$ cat src/mul8_macros.svh
`ifndef MUL8_MACROS_SVH
`define MUL8_MACROS_SVH

// The reduction tree is wired for exactly this operand width
`define MUL8_OPERAND_W 8

// Full product width
`define MUL8_PRODUCT_W 16

// Width of the two reduced rows and of the final adder
`define MUL8_ROW_W 14

// Clock stages from in_valid to out_valid
`define MUL8_LATENCY 3

`endif

$ cat src/mul8_pkg.sv
`default_nettype none

`include "mul8_macros.svh"

package mul8_pkg;

    typedef struct packed {
        logic [`MUL8_OPERAND_W-1:0] a;
        logic [`MUL8_OPERAND_W-1:0] b;
    } operands_t;

    // Row i is b gated by bit i of a, so element [i][j] carries weight i+j
    typedef logic [`MUL8_OPERAND_W-1:0][`MUL8_OPERAND_W-1:0] pp_rows_t;

    // Bit k of each row carries weight k+1
    typedef struct packed {
        logic [`MUL8_ROW_W-1:0] row_a;
        logic [`MUL8_ROW_W-1:0] row_b;
        logic                   lsb;
    } sum_rows_t;

    typedef logic [`MUL8_PRODUCT_W-1:0] product_t;

endpackage

`default_nettype wire

$ cat src/carry_lookahead_adder.sv
`timescale 1ns/1ps
`default_nettype none

module carry_lookahead_adder #(
    parameter int WIDTH = 4
) (
    input  logic [WIDTH-1:0] in_a,
    input  logic [WIDTH-1:0] in_b,
    input  logic             cin,
    output logic [WIDTH-1:0] sum,
    output logic             cout
);

    logic [WIDTH-1:0] gen;
    logic [WIDTH-1:0] prop;
    logic [WIDTH:0]   carry;

    assign gen      = in_a & in_b;
    assign prop     = in_a ^ in_b;
    assign carry[0] = cin;

    // Carry into bit i+1 is Gi + Pi*Ci
    for (genvar i = 0; i < WIDTH; i++) begin : g_carry
        assign carry[i+1] = gen[i] | (prop[i] & carry[i]);
    end

    assign sum  = prop ^ carry[WIDTH-1:0];
    assign cout = carry[WIDTH];

endmodule

`default_nettype wire

$ cat src/partial_product_stage.sv
`timescale 1ns/1ps
`default_nettype none

`include "mul8_macros.svh"

module partial_product_stage (
    input  logic                 clk,
    input  logic                 reset,
    input  logic                 in_valid,
    input  mul8_pkg::operands_t  operands,
    output logic                 pp_valid,
    output mul8_pkg::pp_rows_t   pp_rows
);

    mul8_pkg::pp_rows_t rows_next;

    always_comb begin
        for (int i = 0; i < `MUL8_OPERAND_W; i++) begin
            rows_next[i] = operands.a[i] ? operands.b : '0;
        end
    end

    always_ff @(posedge clk) begin
        if (in_valid) begin
            pp_rows <= rows_next;
        end
    end

    always_ff @(posedge clk) begin
        if (reset) begin
            pp_valid <= 1'b0;
        end else begin
            pp_valid <= in_valid;
        end
    end

endmodule

`default_nettype wire

$ cat src/dadda_reduction_stage.sv
`timescale 1ns/1ps
`default_nettype none

module dadda_reduction_stage (
    input  logic                 clk,
    input  logic                 reset,
    input  logic                 pp_valid,
    input  mul8_pkg::pp_rows_t   pp_rows,
    output logic                 rows_valid,
    output mul8_pkg::sum_rows_t  rows
);

    logic [3:0] s1, s2, s3, s4, s5, s6, s7, s8, s9, s10;
    logic [1:0] s11;
    logic       c1, c2, c3, c4, c5, c6, c7, c8, c9, c10, c11;
    mul8_pkg::sum_rows_t rows_next;

    // Bit 0 of each group operand sits in the group's lowest column, as does its carry-in

    // Stage 1 works on the raw dots of the densest columns
    carry_lookahead_adder #(.WIDTH(4)) i_cla_1 (
        .in_a({pp_rows[2][7], pp_rows[1][7], pp_rows[0][7], pp_rows[0][6]}),
        .in_b({pp_rows[3][6], pp_rows[2][6], pp_rows[1][6], pp_rows[1][5]}),
        .cin(pp_rows[2][4]), .sum(s1), .cout(c1));
    carry_lookahead_adder #(.WIDTH(4)) i_cla_2 (
        .in_a({pp_rows[3][7], pp_rows[4][5], pp_rows[3][5], pp_rows[2][5]}),
        .in_b({pp_rows[4][6], pp_rows[5][4], pp_rows[4][4], pp_rows[3][4]}),
        .cin(pp_rows[4][3]), .sum(s2), .cout(c2));
    carry_lookahead_adder #(.WIDTH(4)) i_cla_3 (
        .in_a({pp_rows[3][3], pp_rows[0][5], pp_rows[0][4], pp_rows[0][3]}),
        .in_b({pp_rows[4][2], pp_rows[1][4], pp_rows[1][3], pp_rows[1][2]}),
        .cin(pp_rows[2][1]), .sum(s3), .cout(c3));
    carry_lookahead_adder #(.WIDTH(4)) i_cla_4 (
        .in_a({pp_rows[4][7], pp_rows[5][5], pp_rows[6][3], pp_rows[5][3]}),
        .in_b({pp_rows[5][6], pp_rows[6][4], pp_rows[7][2], pp_rows[6][2]}),
        .cin(pp_rows[7][1]), .sum(s4), .cout(c4));

    // Stage 2 mixes the leftover raw dots with stage 1 sums
    carry_lookahead_adder #(.WIDTH(4)) i_cla_5 (
        .in_a({pp_rows[5][2], pp_rows[5][1], pp_rows[2][3], pp_rows[2][2]}),
        .in_b({pp_rows[6][1], pp_rows[6][0], pp_rows[3][2], pp_rows[3][1]}),
        .cin(pp_rows[4][0]), .sum(s5), .cout(c5));
    carry_lookahead_adder #(.WIDTH(4)) i_cla_6 (
        .in_a({s1[2], pp_rows[7][0], s1[0], pp_rows[4][1]}),
        .in_b({s2[1], s1[1], s3[3], pp_rows[5][0]}),
        .cin(s3[2]), .sum(s6), .cout(c6));
    carry_lookahead_adder #(.WIDTH(4)) i_cla_7 (
        .in_a({pp_rows[6][7], pp_rows[5][7], pp_rows[6][5], pp_rows[7][3]}),
        .in_b({pp_rows[7][6], pp_rows[6][6], pp_rows[7][4], c1}),
        .cin(s2[3]), .sum(s7), .cout(c7));

    // Stage 3 chains through its own carries in the middle columns
    carry_lookahead_adder #(.WIDTH(4)) i_cla_8 (
        .in_a({pp_rows[7][5], c2, s4[2], s1[3]}),
        .in_b({c4, s4[3], s7[0], s2[2]}),
        .cin(s4[1]), .sum(s8), .cout(c8));
    carry_lookahead_adder #(.WIDTH(4)) i_cla_9 (
        .in_a({s5[1], s3[1], pp_rows[3][0], pp_rows[0][2]}),
        .in_b({s6[0], s5[0], s3[0], pp_rows[1][1]}),
        .cin(pp_rows[2][0]), .sum(s9), .cout(c9));
    carry_lookahead_adder #(.WIDTH(4)) i_cla_10 (
        .in_a({c6, s4[0], s2[0], s5[2]}),
        .in_b({s8[0], c5, c3, s6[1]}),
        .cin(c9), .sum(s10), .cout(c10));
    carry_lookahead_adder #(.WIDTH(2)) i_cla_11 (
        .in_a({s6[3], s5[3]}),
        .in_b({s10[2], s6[2]}),
        .cin(s10[1]), .sum(s11), .cout(c11));

    // Columns 2 to 8 end with a single dot, so row_b is zero there
    always_comb begin
        rows_next.lsb   = pp_rows[0][0];
        rows_next.row_a = {pp_rows[7][7], c8, s8[3:1], s10[3], s11,
                           s10[0], s9, pp_rows[0][1]};
        rows_next.row_b = {c7, s7[3:1], c10, c11, 7'd0, pp_rows[1][0]};
    end

    always_ff @(posedge clk) begin
        if (pp_valid) begin
            rows <= rows_next;
        end
    end

    always_ff @(posedge clk) begin
        if (reset) begin
            rows_valid <= 1'b0;
        end else begin
            rows_valid <= pp_valid;
        end
    end

endmodule

`default_nettype wire

$ cat src/final_add_stage.sv
`timescale 1ns/1ps
`default_nettype none

`include "mul8_macros.svh"

module final_add_stage (
    input  logic                 clk,
    input  logic                 reset,
    input  logic                 rows_valid,
    input  mul8_pkg::sum_rows_t  rows,
    output logic                 out_valid,
    output mul8_pkg::product_t   product
);

    logic [`MUL8_ROW_W-1:0] row_sum;
    logic                   row_cout;

    // The second column 1 dot enters through the carry-in
    carry_lookahead_adder #(.WIDTH(`MUL8_ROW_W)) i_cla_final (
        .in_a(rows.row_a),
        .in_b({rows.row_b[`MUL8_ROW_W-1:1], 1'b0}),
        .cin(rows.row_b[0]),
        .sum(row_sum),
        .cout(row_cout)
    );

    always_ff @(posedge clk) begin
        if (rows_valid) begin
            product <= {row_cout, row_sum, rows.lsb};
        end
    end

    always_ff @(posedge clk) begin
        if (reset) begin
            out_valid <= 1'b0;
        end else begin
            out_valid <= rows_valid;
        end
    end

endmodule

`default_nettype wire

$ cat src/mul8_top.sv
`timescale 1ns/1ps
`default_nettype none

module mul8_top (
    input  logic                 clk,
    input  logic                 reset,
    input  logic                 in_valid,
    input  mul8_pkg::operands_t  operands,
    output logic                 out_valid,
    output mul8_pkg::product_t   product
);

    logic                pp_valid;
    mul8_pkg::pp_rows_t  pp_rows;
    logic                rows_valid;
    mul8_pkg::sum_rows_t rows;

    partial_product_stage i_pp_stage (
        .clk(clk),
        .reset(reset),
        .in_valid(in_valid),
        .operands(operands),
        .pp_valid(pp_valid),
        .pp_rows(pp_rows)
    );

    dadda_reduction_stage i_reduce_stage (
        .clk(clk),
        .reset(reset),
        .pp_valid(pp_valid),
        .pp_rows(pp_rows),
        .rows_valid(rows_valid),
        .rows(rows)
    );

    final_add_stage i_add_stage (
        .clk(clk),
        .reset(reset),
        .rows_valid(rows_valid),
        .rows(rows),
        .out_valid(out_valid),
        .product(product)
    );

endmodule

`default_nettype wire

$ cat config.mk
export PLATFORM = sky130hd
export DESIGN_NAME = mul8_top
export DESIGN_NICKNAME = d
export VERILOG_FILES = /design/src/mul8_pkg.sv /design/src/carry_lookahead_adder.sv /design/src/partial_product_stage.sv /design/src/dadda_reduction_stage.sv /design/src/final_add_stage.sv /design/src/mul8_top.sv
export VERILOG_INCLUDE_DIRS = /design/src
export SDC_FILE = /design/constraint.sdc
export NUM_CORES = 1
export LEC_CHECK = 0
export BUFFER_PORTS_ARGS = -buffer_cell sky130_fd_sc_hd__buf_2
export CAP_MARGIN = 20
export CORE_UTILIZATION = 39
export CTS_CLUSTER_SIZE = 28
export DETAILED_ROUTE_END_ITERATION = 8
export PLACE_DENSITY = 0.67
export RECOVER_POWER = 100
export SLEW_MARGIN = 20
export SYNTH_ARGS = -nofsm -noshare
export SYNTH_HDL_FRONTEND = slang
export SYNTH_HIERARCHICAL = 1
export SYNTH_SLANG_ARGS = --single-unit
export TNS_END_PERCENT = 10
$ cat constraint.sdc
create_clock -name clk -period 6.35 [get_ports clk]
set_input_delay 1.27 -clock clk [delete_from_list [all_inputs] [get_ports clk]]
set_output_delay 1.27 -clock clk [all_outputs]
set_load 0.02 [all_outputs]
---- After elaboration in Yosys (flattened, before gate mapping) ----
Cells that the tools add are included.
operators by class
  bitwise logic cells ..................... 148
operators by type and width
  operator          count
  4-bit XOR         20
  1-bit AND         56
  1-bit bitwise OR  56
  4-bit AND         10
  14-bit XOR        2
  14-bit AND        1
  2-bit XOR         2
  2-bit AND         1
storage, ports and cells
  register bits after elaboration ......... 105
  input port bits ......................... 19
  output and inout bits ................... 17
  logic and storage cells ................. 163

---- Depth between registers and ports, before layout ----
  depth in word-level cells ............... 38
  depth in mapped cells ................... 19
  mapped depth without buffers ............ 19

---- Modules after synthesis ----
Netlist, hierarchy kept.
modules (own cells, without submodules)
  module                                               instances  cells an instance  area each (µm²)  seq. area each (µm²)
  partial_product_stage                                1          130                2,348.5          1,941.9
  carry_lookahead_adder at i_reduce_stage.i_cla_1 ...  10         14                 117.6            0.0
  dadda_reduction_stage                                1          32                 750.7            680.7
  final_add_stage                                      1          19                 518.0            500.5
  carry_lookahead_adder at i_add_stage.i_cla_final     1          24                 317.8            0.0
  carry_lookahead_adder at i_reduce_stage.i_cla_11     1          10                 70.1             0.0

---- Worst setup path before layout ----
No wires, ideal clock.
  path kind ............................... register -> register
  start ................................... register, netlist name i_reduce_stage/rows[15]
  end ..................................... register i_add_stage.product[14], data pin
  library setup time ...................... 0.129 ns
  arrival time ............................ 5.645 ns
  required time ........................... 6.221 ns
  path slack .............................. 0.577 ns
  stages on the path, launching flop included .. 19
  path buffers ............................ 0
  period minus slack after synthesis ...... 5.773 ns
  cell sequence ........................... edfxtp_1 > inv_1 > fa_1 > inv_1 > fa_1 > fa_1 > fa_1 > fa_1 > fa_1 > fa_1 > fa_1 > fa_1 > fa_1 > fa_1 > fa_1 > fa_1 > inv_1 > fa_1 > inv_1
between the ends
  word-level cells in the longest chain between the ends .. 28
RTL lines
  item                         line                         source
  14-bit XOR                   carry_lookahead_adder.sv:19  assign prop = in_a ^ in_b;
  1-bit AND                    carry_lookahead_adder.sv:24  assign carry[i+1] = gen[i] | (prop[i] & carry[i]);
  1-bit bitwise OR *           carry_lookahead_adder.sv:24
  1-bit AND *                  carry_lookahead_adder.sv:24
  1-bit bitwise OR *           carry_lookahead_adder.sv:24
  1-bit AND *                  carry_lookahead_adder.sv:24
  1-bit bitwise OR *           carry_lookahead_adder.sv:24
  1-bit AND *                  carry_lookahead_adder.sv:24
  [... 13 more ...]            --
  1-bit AND *                  carry_lookahead_adder.sv:24
  1-bit bitwise OR *           carry_lookahead_adder.sv:24
  1-bit AND *                  carry_lookahead_adder.sv:24
  1-bit bitwise OR *           carry_lookahead_adder.sv:24
  1-bit AND *                  carry_lookahead_adder.sv:24
  1-bit bitwise OR *           carry_lookahead_adder.sv:24
  14-bit XOR *                 carry_lookahead_adder.sv:27  assign sum = prop ^ carry[WIDTH-1:0];
  net i_add_stage.row_sum[13]  final_add_stage.sv:15        logic [`MUL8_ROW_W-1:0] row_sum;
  end signal: assignment       final_add_stage.sv:29        product <= {row_cout, row_sum, rows.lsb};
  end: declaration             final_add_stage.sv:12        output mul8_pkg::product_t product
The timed path passes the listed nets; every way through them passes the cells marked *.
A chain may end at the register's enable or synchronous reset.

---- Final worst setup path ----
  start ................................... register, netlist name i_reduce_stage/rows[15]
  end ..................................... register i_add_stage.product[14], data pin
between the ends
  word-level cells in the longest chain between the ends .. 28
RTL lines
  item                         line
  14-bit XOR                   carry_lookahead_adder.sv:19
  1-bit AND                    carry_lookahead_adder.sv:24
  1-bit bitwise OR *           carry_lookahead_adder.sv:24
  1-bit AND *                  carry_lookahead_adder.sv:24
  1-bit bitwise OR *           carry_lookahead_adder.sv:24
  1-bit AND *                  carry_lookahead_adder.sv:24
  1-bit bitwise OR *           carry_lookahead_adder.sv:24
  1-bit AND *                  carry_lookahead_adder.sv:24
  [... 13 more ...]            --
  1-bit AND *                  carry_lookahead_adder.sv:24
  1-bit bitwise OR *           carry_lookahead_adder.sv:24
  1-bit AND *                  carry_lookahead_adder.sv:24
  1-bit bitwise OR *           carry_lookahead_adder.sv:24
  1-bit AND *                  carry_lookahead_adder.sv:24
  1-bit bitwise OR *           carry_lookahead_adder.sv:24
  14-bit XOR *                 carry_lookahead_adder.sv:27
  net i_add_stage.row_sum[13]  final_add_stage.sv:15
Marked as above.

==> results.py <==
metrics = {
    "die": {
        "row_count": 41,
        "core_area_um2": 12800,
        "die_h_um": 117,
        "ios": 36,
        "die_area_um2": 13700,
        "die-width_um": 117,
        "start_util_pct": 40.6,
    },
    "power": {
        "power_frac_clock_pct": 27.8,
        "peakVddDrop_uv": 137,
        "power_density_nw_per_um2": 329,
        "p_seq_share_pct": 49.7,
        "switching_share_pct": 28.7,
        "p_comb_share_pct": 22.5,
        "switching_power_uw": 548,
        "p_leak_nw": 2.41,
        "p_int_mw": 1.36,
    },
    "timing": {
        "tightest_slew_ns": 3.45,
        "setup_ws_ns": 0.311,
        "clock_skew_ns": 0.00987,
        "setup_viol": 0,
        "slew_headroom_pct": -130,
        "max_freq_mhz": 166,
        "fin_crit_sh_pct": 95.1,
        "tns_ns": 0,
        "period_needed_ns": 6.04,
        "rsz0062_at_grt": "false",
        "final-max-slew-violation-count": 66,
        "hold_violations": 0,
    },
    "logic_synthesis": {
        "synth.cell_area_um2": 5180,
        "synthArstFlopShare_pct": 0,
        "synth_edf_count": 102,
        "synth.distinct_cells": 9,
        "synthCells": 355,
        "synth_commonest_cells": "inv_1, edfxtp_1, and2_1",
        "synth-warning-count": 6,
        "synth_top_area_share_pct": 59.1,
        "synth.top_cells.by_area": "edfxtp_1, fa_1, inv_1",
        "synth.ff_latch_count": 105,
        "ys_seq_area_share_pct": 60.3,
        "yosysTopAreaCell": "edfxtp_1",
        "synth_area_per_cell_um2": 14.6,
        "synthFlopType": "edfxtp_1",
        "synth.most_common_cell": "inv_1",
    },
    "clock_network": {
        "holdBufCountCts": 0,
        "cts_root_buf": "clkbuf_16",
        "clockBufferDepth": 2,
        "numClockSinks": 105,
        "path_clk_slew_ns": 0.07,
        "cts_buffers": 9,
        "cts_tree": "done",
        "post_cts_buffers": 0,
        "ctsResizeCount": 0,
        "htree_levels": 3,
        "insertion_delay_ns": 0.35,
    },
    "worst_setup_path": {
        "crit_path_end_kind": "flip-flop",
        "crit_fanout": 1,
        "worst_path_most_repeated_cell": "fa_1",
        "required_ns": 6.57,
        "crit_start": "i_reduce_stage/rows[15]$_DFFE_PP_",
        "max_stage_delay_ns": 0.42,
        "critical_path_class": "flip-flop to flip-flop",
        "cp-start-kind": "flip-flop",
        "arrival_ns": 6.26,
        "r2r_start": "i_reduce_stage/rows[15]$_DFFE_PP_",
        "worst_path_max_delay_cell": "fa_1",
        "cp_cell_sequence": "inv_1, fa_1, inv_1, fa_1, fa_1, fa_1, fa_1, fa_1, fa_1, fa_1, fa_1, fa_1, fa_1, fa_1, fa_1, inv_1, fa_1, inv_1",
    },
    "routing": {
        "routed_wl_um": 7100,
        "vias_per_cell": 4.10,
        "num_vias": 2370,
        "drt_iter0_markers": 113,
        "firstDrtPassIters": 4,
        "drt.antenna.violating_nets": 0,
        "route.detailed.drc": 0,
        "wl_per_cell_um": 12.3,
    },
    "finish": {
        "n_antenna_cell": 0,
        "area_delta_synth_final_pct": 11.8,
        "num-nets-final": 476,
        "drive_above_1_share_pct": 6.40,
    },
    "place": {
        "dp_hpwl_um": 5230,
        "place_ws_ns": 0.285,
        "portBuffers": 35,
        "gp_congestion": 0.742,
    },
    "global_routing": {
        "grt_max_degree": 66,
        "track_usage_pct": 12.3,
        "antenna_found_initial": 0,
        "grt_pass1_wl_um": 12000,
        "grt.overflow.total": 0,
        "grt_pass1_vias": 2503,
    },
    "worst_hold_path": {
        "hold_class": "flip-flop to flip-flop",
        "worstHoldStart": "i_reduce_stage/rows[0]$_DFFE_PP_",
    },
    "run_status": {
        "violations": "max-capacitance violations, max-slew violations",
        "outcome": "finished, violations left",
    },
    "run": {
        "maxCapViolations": 1,
    },
}
## path summary, 6_finish.rpt
path | cells past startpoint | slack, ns | to
max | 18 | 0.31 | i_add_stage/product[14]$_DFFE_PP_
min | 0 | 0.42 | i_add_stage/product[0]$_DFFE_PP_
max reg2reg | 18 | 0.31 | i_add_stage/product[14]$_DFFE_PP_
min reg2reg | 0 | 0.42 | i_add_stage/product[0]$_DFFE_PP_
## state kept, by name (all words and copies together), names as in the netlist
signal	count
i_reduce_stage/rows	22
i_add_stage/out_valid	1
i_reduce_stage/rows_valid	1
i_add_stage/product	16
i_pp_stage/pp_valid	1
i_pp_stage/pp_rows	64
## critical path: cells and delay by family, from the launching register on
| kind | cells | cell delay (ns) |
|---|---|---|
| DFF | 1 | 0.36 |
| buffers and inverters | 4 | 0.27 |
| adders and majority gates | 14 | 5.27 |
## layer usage
metal / track usage (%) / part of all wire (%) / routed length (um) / up-vias
li1: - / - / - / 1131
met3: 2.83 / 3.5 / 250 / 10
met4: 7.09 / 2.3 / 164 / 0
met5: 0 / 0 / 0 / -
met1: 15.0 / 45 / 3180 / 1197
met2: 20.2 / 49 / 3500 / 32
## through the flow
step                      total power [mW]  cells  hold WS (ns)  instance area (um2)  util, %
after detailed placement              1.42    562         0.405                 5550     43.4
after CTS                             1.95    578         0.422                 5830     45.7
after floorplan                       1.27    361         0.400                 5200        -
after global placement                1.38    562         0.405                 5550     43.4
after global routing                  2.06    578         0.429                 5790     45.4
final                                 1.91    578         0.424                 5790     45.4
## layout make-up
class / instances / area [um2]
Fill cell: 1142 / 6980
Clock buffer: 10 / 229
Sequential cell: 105 / 3120
Multi-Input combinational cell: 131 / 1580
Clock inverter: 6 / 56.3
Timing Repair Buffer: 36 / 146
Inverter: 118 / 443
Tap cell: 172 / 215
## cells by family (layout without fill, tap and decap cells)
family | after synthesis | count (layout) | synth area share [%]
simple gates | 67 | 67 | 8.38
buf+inv | 125 | 170 | 9.56
other cells | 2 | 8 | 0.145
fa+ha+maj | 56 | 56 | 21.6
flops | 105 | 105 | 60.3
## placed cells by master (no fill, tap or decap), types with 2 or more instances in the layout
master     synthesis  final
conb_1             2      8
fa_1              56     56
buf_2              0      9
inv_8              0      2
clkbuf_1           0     28
inv_1            118    118
and2_0             0     41
dfxtp_1            3      3
and2_1            64     23
inv_6              0      2
edfxtp_1         102    102
clkbuf_16          0      9
## power by group through the flow
stage,Clock (mW),Combinational [mW],Sequential (mW)
5_1_grt,0.569,0.537,0.958
3_5_place_dp,0,0.455,0.964
6_report,0.530,0.430,0.947
3_3_place_gp,0,0.417,0.959
2_1_floorplan,0,0.301,0.973
4_1_cts,0.548,0.453,0.948
Note: power is estimated with default switching activity, not from simulation.
